==> config.mk <==
export PLATFORM = sky130hd
export DESIGN_NAME = alu_top
export DESIGN_NICKNAME = d
export VERILOG_FILES = /design/src/alu_flags_pkg.sv /design/src/alu_op_pkg.sv /design/src/alu_arith.sv /design/src/alu_logic.sv /design/src/alu_shift.sv /design/src/alu_mul.sv /design/src/alu_result_reg.sv /design/src/alu_top.sv
export VERILOG_INCLUDE_DIRS = /design/src /design/src/include
export SDC_FILE = /design/constraint.sdc
export NUM_CORES = 2
export LEC_CHECK = 0
export BUFFER_PORTS_ARGS = -buffer_cell sky130_fd_sc_hd__buf_4
export CORE_MARGIN = 2
export CORE_UTILIZATION = 45
export DETAILED_ROUTE_END_ITERATION = 7
export PLACE_DENSITY = 0.59
export SLEW_MARGIN = 20
export SYNTH_ARGS = -nofsm -noshare
export SYNTH_HDL_FRONTEND = slang
export SYNTH_SLANG_ARGS = --single-unit
==> constraint.sdc <==
create_clock -name clk -period 8.5 [get_ports clk]
set_input_delay 0.85 -clock clk [delete_from_list [all_inputs] [get_ports clk]]
set_output_delay 0.85 -clock clk [all_outputs]
set_load 0.02 [all_outputs]
==> src/include/alu_config.svh <==
`ifndef ALU_CONFIG_SVH
`define ALU_CONFIG_SVH

// datapath widths
`define ALU_WORD_W    16
`define ALU_BYTE_W    8
`define ALU_PROD_W    32

// shift count and single-bit index
`define ALU_CNT_W     5
`define ALU_BIT_IDX_W 4

`endif

==> src/alu_flags_pkg.sv <==
`include "alu_config.svh"

package alu_flags_pkg;

    typedef struct packed {
        logic cy;   // carry / borrow
        logic p;    // parity of low byte
        logic ac;   // auxiliary carry
        logic z;
        logic s;
        logic v;    // signed overflow
    } alu_flags_t;

    // what one execution unit hands to the merge register
    typedef struct packed {
        logic                   valid;  // unit owns this opcode
        logic [`ALU_PROD_W-1:0] res;
        alu_flags_t             flags;  // new flag values
        alu_flags_t             mask;   // which of them get written
        logic                   psz;    // merge stage fills in p, s, z
    } alu_unit_out_t;

endpackage

==> src/alu_op_pkg.sv <==
`include "alu_config.svh"

package alu_op_pkg;

    // the stimulus file refers to these codes by number
    typedef enum logic [4:0] {
        ALU_OP_ADD   = 5'd0,
        ALU_OP_ADDC  = 5'd1,
        ALU_OP_INC   = 5'd2,
        ALU_OP_SUB   = 5'd3,
        ALU_OP_SUBC  = 5'd4,
        ALU_OP_CMP   = 5'd5,
        ALU_OP_DEC   = 5'd6,
        ALU_OP_NEG   = 5'd7,
        ALU_OP_AND   = 5'd8,
        ALU_OP_OR    = 5'd9,
        ALU_OP_XOR   = 5'd10,
        ALU_OP_NOT   = 5'd11,
        ALU_OP_SET1  = 5'd12,
        ALU_OP_CLR1  = 5'd13,
        ALU_OP_NOT1  = 5'd14,
        ALU_OP_TEST1 = 5'd15,
        ALU_OP_ROL   = 5'd16,
        ALU_OP_ROLC  = 5'd17,
        ALU_OP_ROR   = 5'd18,
        ALU_OP_RORC  = 5'd19,
        ALU_OP_SHL   = 5'd20,
        ALU_OP_SHR   = 5'd21,
        ALU_OP_SHRA  = 5'd22,
        ALU_OP_MULU  = 5'd23,
        ALU_OP_MUL   = 5'd24
    } alu_op_e;

    typedef struct packed {
        alu_op_e                  op;
        logic [`ALU_WORD_W-1:0]   ta;
        logic [`ALU_WORD_W-1:0]   tb;
        logic                     wide;     // word mode when set
        alu_flags_pkg::alu_flags_t flags_in;
    } alu_req_t;

endpackage

==> src/alu_arith.sv <==
`timescale 1ns/100ps
`include "alu_config.svh"

module alu_arith (
    input  alu_op_pkg::alu_req_t          req,
    output alu_flags_pkg::alu_unit_out_t  unit_out
);

    logic                   hit;
    logic                   is_sub;
    logic                   keep_cy;   // inc and dec leave carry alone
    logic                   carry_in;
    logic [`ALU_WORD_W-1:0] a_op;
    logic [`ALU_WORD_W-1:0] b_op;
    logic [`ALU_WORD_W-1:0] a_m;
    logic [`ALU_WORD_W-1:0] b_m;
    logic [`ALU_WORD_W:0]   sum;
    logic [4:0]             nib;
    logic                   top_a;
    logic                   top_b;
    logic                   top_r;
    logic                   ovf;

    always_comb begin
        hit      = 1'b1;
        is_sub   = 1'b0;
        keep_cy  = 1'b0;
        carry_in = 1'b0;
        a_op     = req.ta;
        b_op     = req.tb;
        case (req.op)
            alu_op_pkg::ALU_OP_ADD: ;
            alu_op_pkg::ALU_OP_ADDC: carry_in = req.flags_in.cy;
            alu_op_pkg::ALU_OP_INC: begin
                b_op    = 16'd1;
                keep_cy = 1'b1;
            end
            alu_op_pkg::ALU_OP_SUB, alu_op_pkg::ALU_OP_CMP: is_sub = 1'b1;
            alu_op_pkg::ALU_OP_SUBC: begin
                is_sub   = 1'b1;
                carry_in = req.flags_in.cy;     // borrow in
            end
            alu_op_pkg::ALU_OP_DEC: begin
                is_sub  = 1'b1;
                b_op    = 16'd1;
                keep_cy = 1'b1;
            end
            alu_op_pkg::ALU_OP_NEG: begin
                // 0 - ta so a borrow means a nonzero operand
                is_sub = 1'b1;
                a_op   = '0;
                b_op   = req.ta;
            end
            default: hit = 1'b0;
        endcase
    end

    // in byte mode the upper byte is cleared so bit 8 is the carry
    assign a_m = req.wide ? a_op : {8'd0, a_op[`ALU_BYTE_W-1:0]};
    assign b_m = req.wide ? b_op : {8'd0, b_op[`ALU_BYTE_W-1:0]};

    assign sum = is_sub ? ({1'b0, a_m} - {1'b0, b_m} - {16'd0, carry_in})
                        : ({1'b0, a_m} + {1'b0, b_m} + {16'd0, carry_in});
    assign nib = is_sub ? ({1'b0, a_m[3:0]} - {1'b0, b_m[3:0]} - {4'd0, carry_in})
                        : ({1'b0, a_m[3:0]} + {1'b0, b_m[3:0]} + {4'd0, carry_in});

    assign top_a = req.wide ? a_op[15] : a_op[7];
    assign top_b = req.wide ? b_op[15] : b_op[7];
    assign top_r = req.wide ? sum[15] : sum[7];
    assign ovf   = is_sub ? ((top_a ^ top_b) & (top_a ^ top_r))
                          : ((top_a ^ top_r) & (top_b ^ top_r));

    always_comb begin
        unit_out          = '0;
        unit_out.valid    = hit;
        unit_out.res      = {16'd0, sum[`ALU_WORD_W-1:0]};
        unit_out.flags.cy = req.wide ? sum[16] : sum[8];
        unit_out.flags.ac = nib[4];
        unit_out.flags.v  = ovf;
        unit_out.mask.cy  = ~keep_cy;
        unit_out.mask.ac  = 1'b1;
        unit_out.mask.v   = 1'b1;
        unit_out.psz      = 1'b1;
    end

endmodule

==> src/alu_logic.sv <==
`timescale 1ns/100ps
`include "alu_config.svh"

module alu_logic (
    input  alu_op_pkg::alu_req_t          req,
    output alu_flags_pkg::alu_unit_out_t  unit_out
);

    logic [`ALU_BIT_IDX_W-1:0] bit_idx;
    logic [`ALU_WORD_W-1:0]    bit_mask;

    // byte mode only reaches bits 0..7
    assign bit_idx  = req.wide ? req.tb[`ALU_BIT_IDX_W-1:0] : {1'b0, req.tb[2:0]};
    assign bit_mask = 16'd1 << bit_idx;

    always_comb begin
        unit_out       = '0;
        unit_out.valid = 1'b1;
        case (req.op)
            alu_op_pkg::ALU_OP_AND, alu_op_pkg::ALU_OP_OR, alu_op_pkg::ALU_OP_XOR: begin
                if (req.op == alu_op_pkg::ALU_OP_AND)
                    unit_out.res[15:0] = req.ta & req.tb;
                else if (req.op == alu_op_pkg::ALU_OP_OR)
                    unit_out.res[15:0] = req.ta | req.tb;
                else
                    unit_out.res[15:0] = req.ta ^ req.tb;
                unit_out.mask.cy = 1'b1;    // cy, ac, v written as zero
                unit_out.mask.ac = 1'b1;
                unit_out.mask.v  = 1'b1;
                unit_out.psz     = 1'b1;
            end
            alu_op_pkg::ALU_OP_NOT:  unit_out.res[15:0] = ~req.ta;
            alu_op_pkg::ALU_OP_SET1: unit_out.res[15:0] = req.ta | bit_mask;
            alu_op_pkg::ALU_OP_CLR1: unit_out.res[15:0] = req.ta & ~bit_mask;
            alu_op_pkg::ALU_OP_NOT1: unit_out.res[15:0] = req.ta ^ bit_mask;
            alu_op_pkg::ALU_OP_TEST1: begin
                unit_out.res[15:0] = req.ta & bit_mask;
                unit_out.flags.z   = ~|(req.ta & bit_mask);
                unit_out.mask.z    = 1'b1;
                unit_out.mask.cy   = 1'b1;
                unit_out.mask.v    = 1'b1;
            end
            default: unit_out.valid = 1'b0;
        endcase
    end

endmodule

==> src/alu_shift.sv <==
`timescale 1ns/100ps
`include "alu_config.svh"

module alu_shift (
    input  alu_op_pkg::alu_req_t          req,
    output alu_flags_pkg::alu_unit_out_t  unit_out
);

    logic [`ALU_CNT_W-1:0]    cnt;
    logic [`ALU_CNT_W-1:0]    rc_w;      // count mod 17
    logic [`ALU_CNT_W-1:0]    rc_b;      // count mod 9
    logic [`ALU_WORD_W-1:0]   ta_m;
    logic [`ALU_WORD_W-1:0]   ta_s;
    logic [2*`ALU_WORD_W-1:0] dbl_w;
    logic [2*`ALU_BYTE_W-1:0] dbl_b;
    logic [2*`ALU_WORD_W+1:0] rc34;
    logic [2*`ALU_BYTE_W+1:0] rc18;
    logic [`ALU_WORD_W:0]     t17;
    logic [`ALU_WORD_W-1:0]   res;
    logic                     cy;
    logic                     v_zero;
    logic                     is_shift;
    logic                     top_a;
    logic                     top_r;

    assign cnt  = req.tb[`ALU_CNT_W-1:0];
    assign rc_w = cnt % 5'd17;
    assign rc_b = cnt % 5'd9;
    assign ta_m = req.wide ? req.ta : {8'd0, req.ta[7:0]};
    assign ta_s = req.wide ? req.ta : {{8{req.ta[7]}}, req.ta[7:0]};

    always_comb begin
        dbl_w          = '0;
        dbl_b          = '0;
        rc34           = '0;
        rc18           = '0;
        t17            = '0;
        res            = '0;
        cy             = req.flags_in.cy;
        v_zero         = 1'b0;
        is_shift       = 1'b0;
        unit_out       = '0;
        unit_out.valid = 1'b1;
        case (req.op)
            alu_op_pkg::ALU_OP_ROL, alu_op_pkg::ALU_OP_ROR: begin
                if (req.op == alu_op_pkg::ALU_OP_ROL) begin
                    dbl_w = {req.ta, req.ta} << cnt[3:0];
                    dbl_b = {req.ta[7:0], req.ta[7:0]} << cnt[2:0];
                    res   = req.wide ? dbl_w[31:16] : {8'd0, dbl_b[15:8]};
                    cy    = res[0];     // last bit out of the top lands in bit 0
                end else begin
                    dbl_w = {req.ta, req.ta} >> cnt[3:0];
                    dbl_b = {req.ta[7:0], req.ta[7:0]} >> cnt[2:0];
                    res   = req.wide ? dbl_w[15:0] : {8'd0, dbl_b[7:0]};
                    cy    = req.wide ? res[15] : res[7];
                end
            end
            alu_op_pkg::ALU_OP_ROLC, alu_op_pkg::ALU_OP_RORC: begin
                // carry rides along as bit 16 (or bit 8)
                rc34 = {req.flags_in.cy, req.ta, req.flags_in.cy, req.ta};
                rc18 = {req.flags_in.cy, req.ta[7:0], req.flags_in.cy, req.ta[7:0]};
                if (req.op == alu_op_pkg::ALU_OP_ROLC) begin
                    rc34 = rc34 << rc_w;
                    rc18 = rc18 << rc_b;
                    rc34[16:0] = rc34[33:17];
                    rc18[8:0]  = rc18[17:9];
                end else begin
                    rc34 = rc34 >> rc_w;
                    rc18 = rc18 >> rc_b;
                end
                res = req.wide ? rc34[15:0] : {8'd0, rc18[7:0]};
                cy  = req.wide ? rc34[16] : rc18[8];
            end
            alu_op_pkg::ALU_OP_SHL: begin
                t17      = {1'b0, ta_m} << cnt;
                res      = t17[15:0];
                cy       = req.wide ? t17[16] : t17[8];
                is_shift = 1'b1;
            end
            alu_op_pkg::ALU_OP_SHR: begin
                t17      = {ta_m, 1'b0} >> cnt;
                res      = t17[16:1];
                cy       = t17[0];
                is_shift = 1'b1;
            end
            alu_op_pkg::ALU_OP_SHRA: begin
                t17      = $signed({ta_s, 1'b0}) >>> cnt;
                res      = t17[16:1];
                cy       = t17[0];
                v_zero   = 1'b1;
                is_shift = 1'b1;
            end
            default: unit_out.valid = 1'b0;
        endcase

        top_a = req.wide ? req.ta[15] : req.ta[7];
        top_r = req.wide ? res[15] : res[7];

        unit_out.res      = {16'd0, res};
        unit_out.flags.cy = cy;
        unit_out.flags.v  = ~v_zero & (top_a ^ top_r);
        unit_out.mask.cy  = cnt != '0;     // nothing moved out on a zero count
        unit_out.mask.v   = 1'b1;
        unit_out.psz      = is_shift;
    end

endmodule

==> src/alu_mul.sv <==
`timescale 1ns/100ps
`include "alu_config.svh"

module alu_mul (
    input  alu_op_pkg::alu_req_t          req,
    output alu_flags_pkg::alu_unit_out_t  unit_out
);

    logic        [`ALU_PROD_W-1:0]   uprod_w;
    logic        [2*`ALU_BYTE_W-1:0] uprod_b;
    logic signed [`ALU_PROD_W-1:0]   sprod_w;
    logic signed [2*`ALU_BYTE_W-1:0] sprod_b;
    logic                            ovf;

    assign uprod_w = req.ta * req.tb;
    assign uprod_b = req.ta[7:0] * req.tb[7:0];
    assign sprod_w = $signed(req.ta) * $signed(req.tb);
    assign sprod_b = $signed(req.ta[7:0]) * $signed(req.tb[7:0]);

    always_comb begin
        unit_out       = '0;
        unit_out.valid = 1'b1;
        ovf            = 1'b0;
        case (req.op)
            alu_op_pkg::ALU_OP_MULU: begin
                unit_out.res = req.wide ? uprod_w : {16'd0, uprod_b};
                ovf = req.wide ? |uprod_w[31:16] : |uprod_b[15:8];
            end
            alu_op_pkg::ALU_OP_MUL: begin
                // byte product kept as 16 bits with the upper word zero
                unit_out.res = req.wide ? sprod_w : {16'd0, sprod_b};
                ovf = req.wide ? (sprod_w[31:16] != {16{sprod_w[15]}})
                               : (sprod_b[15:8] != {8{sprod_b[7]}});
            end
            default: unit_out.valid = 1'b0;
        endcase
        unit_out.flags.cy = ovf;
        unit_out.flags.v  = ovf;
        unit_out.mask.cy  = 1'b1;
        unit_out.mask.v   = 1'b1;
    end

endmodule

==> src/alu_result_reg.sv <==
`timescale 1ns/100ps
`include "alu_config.svh"

module alu_result_reg (
    input  logic                         clk,
    input  logic                         reset,
    input  logic                         ce,
    input  logic                         execute,
    input  logic                         wide,
    input  alu_flags_pkg::alu_flags_t    flags_in,
    input  alu_flags_pkg::alu_unit_out_t arith_out,
    input  alu_flags_pkg::alu_unit_out_t logic_out,
    input  alu_flags_pkg::alu_unit_out_t shift_out,
    input  alu_flags_pkg::alu_unit_out_t mul_out,
    output logic [`ALU_PROD_W-1:0]       result,
    output alu_flags_pkg::alu_flags_t    flags,
    output logic                         done
);

    alu_flags_pkg::alu_unit_out_t sel;
    alu_flags_pkg::alu_flags_t    next_flags;
    logic [`ALU_PROD_W-1:0]       next_result;
    logic                         hit;
    logic                         accept;

    // at most one unit answers
    always_comb begin
        if (arith_out.valid)
            sel = arith_out;
        else if (logic_out.valid)
            sel = logic_out;
        else if (shift_out.valid)
            sel = shift_out;
        else
            sel = mul_out;
    end

    assign hit    = arith_out.valid | logic_out.valid | shift_out.valid | mul_out.valid;
    assign accept = ce & execute & hit;

    always_comb begin
        if (mul_out.valid)
            next_result = sel.res;          // full product
        else if (wide)
            next_result = {16'd0, sel.res[`ALU_WORD_W-1:0]};
        else
            next_result = {24'd0, sel.res[`ALU_BYTE_W-1:0]};

        next_flags = (flags_in & ~sel.mask) | (sel.flags & sel.mask);
        if (sel.psz) begin
            next_flags.p = ~^next_result[7:0];  // even parity
            next_flags.s = wide ? next_result[15] : next_result[7];
            next_flags.z = wide ? (next_result[15:0] == '0) : (next_result[7:0] == '0);
        end
    end

    always_ff @(posedge clk) begin
        if (reset) begin
            result <= '0;
            flags  <= '0;
            done   <= 1'b0;
        end else begin
            done <= accept;     // cleared on any idle or ce-low cycle
            if (accept) begin
                result <= next_result;
                flags  <= next_flags;
            end
        end
    end

endmodule

==> src/alu_top.sv <==
`timescale 1ns/100ps
`include "alu_config.svh"

module alu_top (
    input  logic                      clk,
    input  logic                      reset,
    input  logic                      ce,
    input  logic                      execute,
    input  alu_op_pkg::alu_op_e       operation,
    input  logic [`ALU_WORD_W-1:0]    ta,
    input  logic [`ALU_WORD_W-1:0]    tb,
    input  logic                      wide,
    input  alu_flags_pkg::alu_flags_t flags_in,
    output logic [`ALU_PROD_W-1:0]    result,
    output alu_flags_pkg::alu_flags_t flags,
    output logic                      done
);

    alu_op_pkg::alu_req_t         req;
    alu_flags_pkg::alu_unit_out_t arith_out;
    alu_flags_pkg::alu_unit_out_t logic_out;
    alu_flags_pkg::alu_unit_out_t shift_out;
    alu_flags_pkg::alu_unit_out_t mul_out;

    always_comb begin
        req.op       = operation;
        req.ta       = ta;
        req.tb       = tb;
        req.wide     = wide;
        req.flags_in = flags_in;
    end

    // four combinational units in parallel
    alu_arith u_arith (.req(req), .unit_out(arith_out));
    alu_logic u_logic (.req(req), .unit_out(logic_out));
    alu_shift u_shift (.req(req), .unit_out(shift_out));
    alu_mul   u_mul   (.req(req), .unit_out(mul_out));

    alu_result_reg u_result_reg (
        .clk       (clk),
        .reset     (reset),
        .ce        (ce),
        .execute   (execute),
        .wide      (wide),
        .flags_in  (flags_in),
        .arith_out (arith_out),
        .logic_out (logic_out),
        .shift_out (shift_out),
        .mul_out   (mul_out),
        .result    (result),
        .flags     (flags),
        .done      (done)
    );

endmodule

==> reports/metrics.yaml <==
drt:
  ant_nets: 0
  dr.pass1.iters: 6
  drc: 0
  wirelength_mm: 143.9
  vias: 33040
  avgRoutedWirePerCell_um: 27.20
  drt_iter0_drc: 3516
  vias_per_cell: 6.245
min_path:
  holdCritPathClass: "flip-flop to flip-flop"
  hold_end: "u_result_reg.result[14]$_SDFFE_PP0P_"
  hold_path_depth: 2
  hold_start: "u_result_reg.result[14]$_SDFFE_PP0P_"
timing:
  skew_ns: 0
  maxSlewHeadroom_pct: 16.21
  finalSetupViolCount: 0
  timing.fmax_ghz: 0.1212
  drv_slew: 0
  hold_violations: 0
  min_period_ns: 8.250
  whs_ns: 0.4626
  period_share_pct: 97.05
  tightestPinTransition_ns: 1.254
synthesis:
  synth_edf_count: 0
  syn-instance-count: 4277
  synth_area_leader_cell: "fa_1"
  synth.yosys.seq_area_share_pct: 2.352
  synth_area_leaders: "fa_1 27%, ha_1 13%, inv_1 8.2%"
  ys_warn_count: 0
  async_reset_ff_share_pct: 0
  synthTopCellsByCount: "727 x inv_1, 455 x fa_1, 416 x nand2_1"
  syn_nets: 5129
  ys_ff_latch: 39
  yosysMostFrequentCell: "inv_1"
  ys.flop_type: "dfxtp_1"
  synth.avg_cell_area_um2: 7.760
  yosysUniqueCellTypes: 96
  synth_area_mm2: 0.03319
  synth_top_area_share_pct: 27.44
layout:
  area_growth_pct: 7.996
  stdcell_count: 5290
  fin_area_mm2: 0.03584
  drive_above_1_share_pct: 10.19
  final_nets: 5177
  utilization_pct: 49.13
pwr:
  vdd_drop_max_uv: 1212
  cellPowerDensity_mw_per_mm2: 472.2
  p_leak_nw: 17.16
  total_power_mw: 16.93
grt:
  grt_max_degree: 75
  first_global_vias: 32350
  grt_overflow: 0
  grt_pass1_wl_mm: 212.8
  antenna_found_initial: 7
  grt_usage_pct: 38.06
floorplanning:
  die_y_um: 275.6
  io_pins: 87
  row_count: 99
  fp.dieW_um: 275.6
  dieArea_mm2: 0.07594
  core_region_area_mm2: 0.07296
  initial_core_util_pct: 45.49
clock_tree:
  clk_pin_slew_ns: 0.08
  insertion_delay_ns: 0.33
  cts_root_buffer: "clkbuf_16"
  cts_buffers: 5
  clkSinkCount: 39
  cts.path.max_buffers: 2
  cts_tree: "done"
  cts_max_level: 2
setup_path:
  end_kind: "flip-flop"
  max_stage_delay_ns: 0.60
  crit_required_ns: 8.70
  cpMaxStageDelayCell: "fa_1"
  arrival_ns: 8.45
  reg2reg_slack_ns: 7.14
  criticalPathCategory: "input port to flip-flop"
  r2r-start: "u_result_reg.flags[2]$_SDFFE_PP0P_"
  cp_max_fo: 8
  r2r_cells: 5
  start_kind: "input port"
  cpMostUsedCell: "fa_1"
  worst_r2r_endpoint: "u_result_reg.flags[2]$_SDFFE_PP0P_"
placed_design:
  dp_hpwl_mm: 118.6
  port_buffers: 86
  place_inst: 5271
  dpl_cell_area_mm2: 0.03557
  gp_congestion: 1.059
run_status:
  status: "completed"
flow_run:
  maxCapViolCount: 0
routing by layer:
| layer | routed length, um | global-route usage, % | part of all wire (%) |
|---|---|---|---|
| met4 | 10260 | 22.32 | 7.1 |
| met3 | 13980 | 8.465 | 9.7 |
| met2 | 63770 | 59.42 | 44 |
| met5 | 46 | 0 | 0.032 |
| met1 | 55860 | 48.42 | 39 |
sequential cells by signal (all words and copies together) (netlist names):
name,flops
u_result_reg.done,1
u_result_reg.flags,6
u_result_reg.result,32
worst max-delay path by stage:
stage               depth (start not counted)                            endpoint  slack (ns)   start
floorplan                                  31  u_result_reg.flags[0]$_SDFFE_PP0P_       0.003   tb[2]
global placement                           29  u_result_reg.flags[0]$_SDFFE_PP0P_       -0.52  tb[12]
detailed placement                         29  u_result_reg.flags[0]$_SDFFE_PP0P_       -0.49  tb[12]
CTS                                        29  u_result_reg.flags[0]$_SDFFE_PP0P_        0.09   ta[5]
global route                               26  u_result_reg.flags[0]$_SDFFE_PP0P_     -0.0009   tb[3]
finish                                     30  u_result_reg.flags[0]$_SDFFE_PP0P_        0.25  tb[12]
final cells by class:
cell class                      count  area [um^2]
Antenna cell                        5        12.51
Clock buffer                        5        125.1
Clock inverter                      3        43.79
Fill cell                        7473        37110
Inverter                          737         2778
Multi-Input combinational cell   3260        28750
Sequential cell                    39        780.7
Tap cell                          959         1200
Timing Repair Buffer              282         2155
cells by family after synthesis:
kind of cell    Yosys count  synth area share, %
xor+xnor                119                3.140
fa+ha+maj               804                40.60
flops                    39                2.352
simple gates           1204                16.37
compound gates          982                19.79
mux                     151                6.499
buf+inv                 978                11.25
what timing repair did:
action / 4_1_cts / 5_1_grt
setup buffers: 0 / 6
pin swaps: 0 / 2
resized for setup: 2 / 10
hold buffers: 0 / 0
endpoints found under the setup margin: 2 / 2
worst max-delay path, delay by kind of cell:
family,cells,cell delay [ns]
simple gates,1,0.09
compound gates,10,2.07
fa+ha+maj,7,3.72
buf+inv,10,1.33
xor+xnor,1,0.17
mux,1,0.20
layout by cell type (no fill, tap or decap), types with 23 or more instances in the layout:
cell	instances
inv_1	723
a221oi_1	27
o211ai_1	44
a22oi_1	43
nand2b_1	28
nor3_1	72
xnor2_1	81
xor2_1	38
o21a_1	23
ha_1	349
fa_1	455
a21o_1	39
and3_1	25
a31oi_1	41
buf_4	279
dfxtp_1	39
nor2b_1	24
nor2_1	405
a21oi_1	240
mux2_2	32
nand3_1	74
o21ai_0	171
or3_1	26
mux2i_1	68
o22ai_1	36
nand2_1	416
a211oi_1	84
mux4_2	48
power breakdown:
part / internal [mW] / switching, mW
registers: 0.194 / 0.00644
clock network: 0.139 / 0.106
logic: 6.43 / 10.1
through the flow:
step	TNS, ns	setup WS, ns
finish	0	0.2504
global route	-0.0009104	-0.0009104
CTS	0	0.08518
detailed placement	-0.9285	-0.4853
global placement	-1.011	-0.5209
floorplan	0	0.002614
No activity file was read; power rests on OpenSTA's default activity.
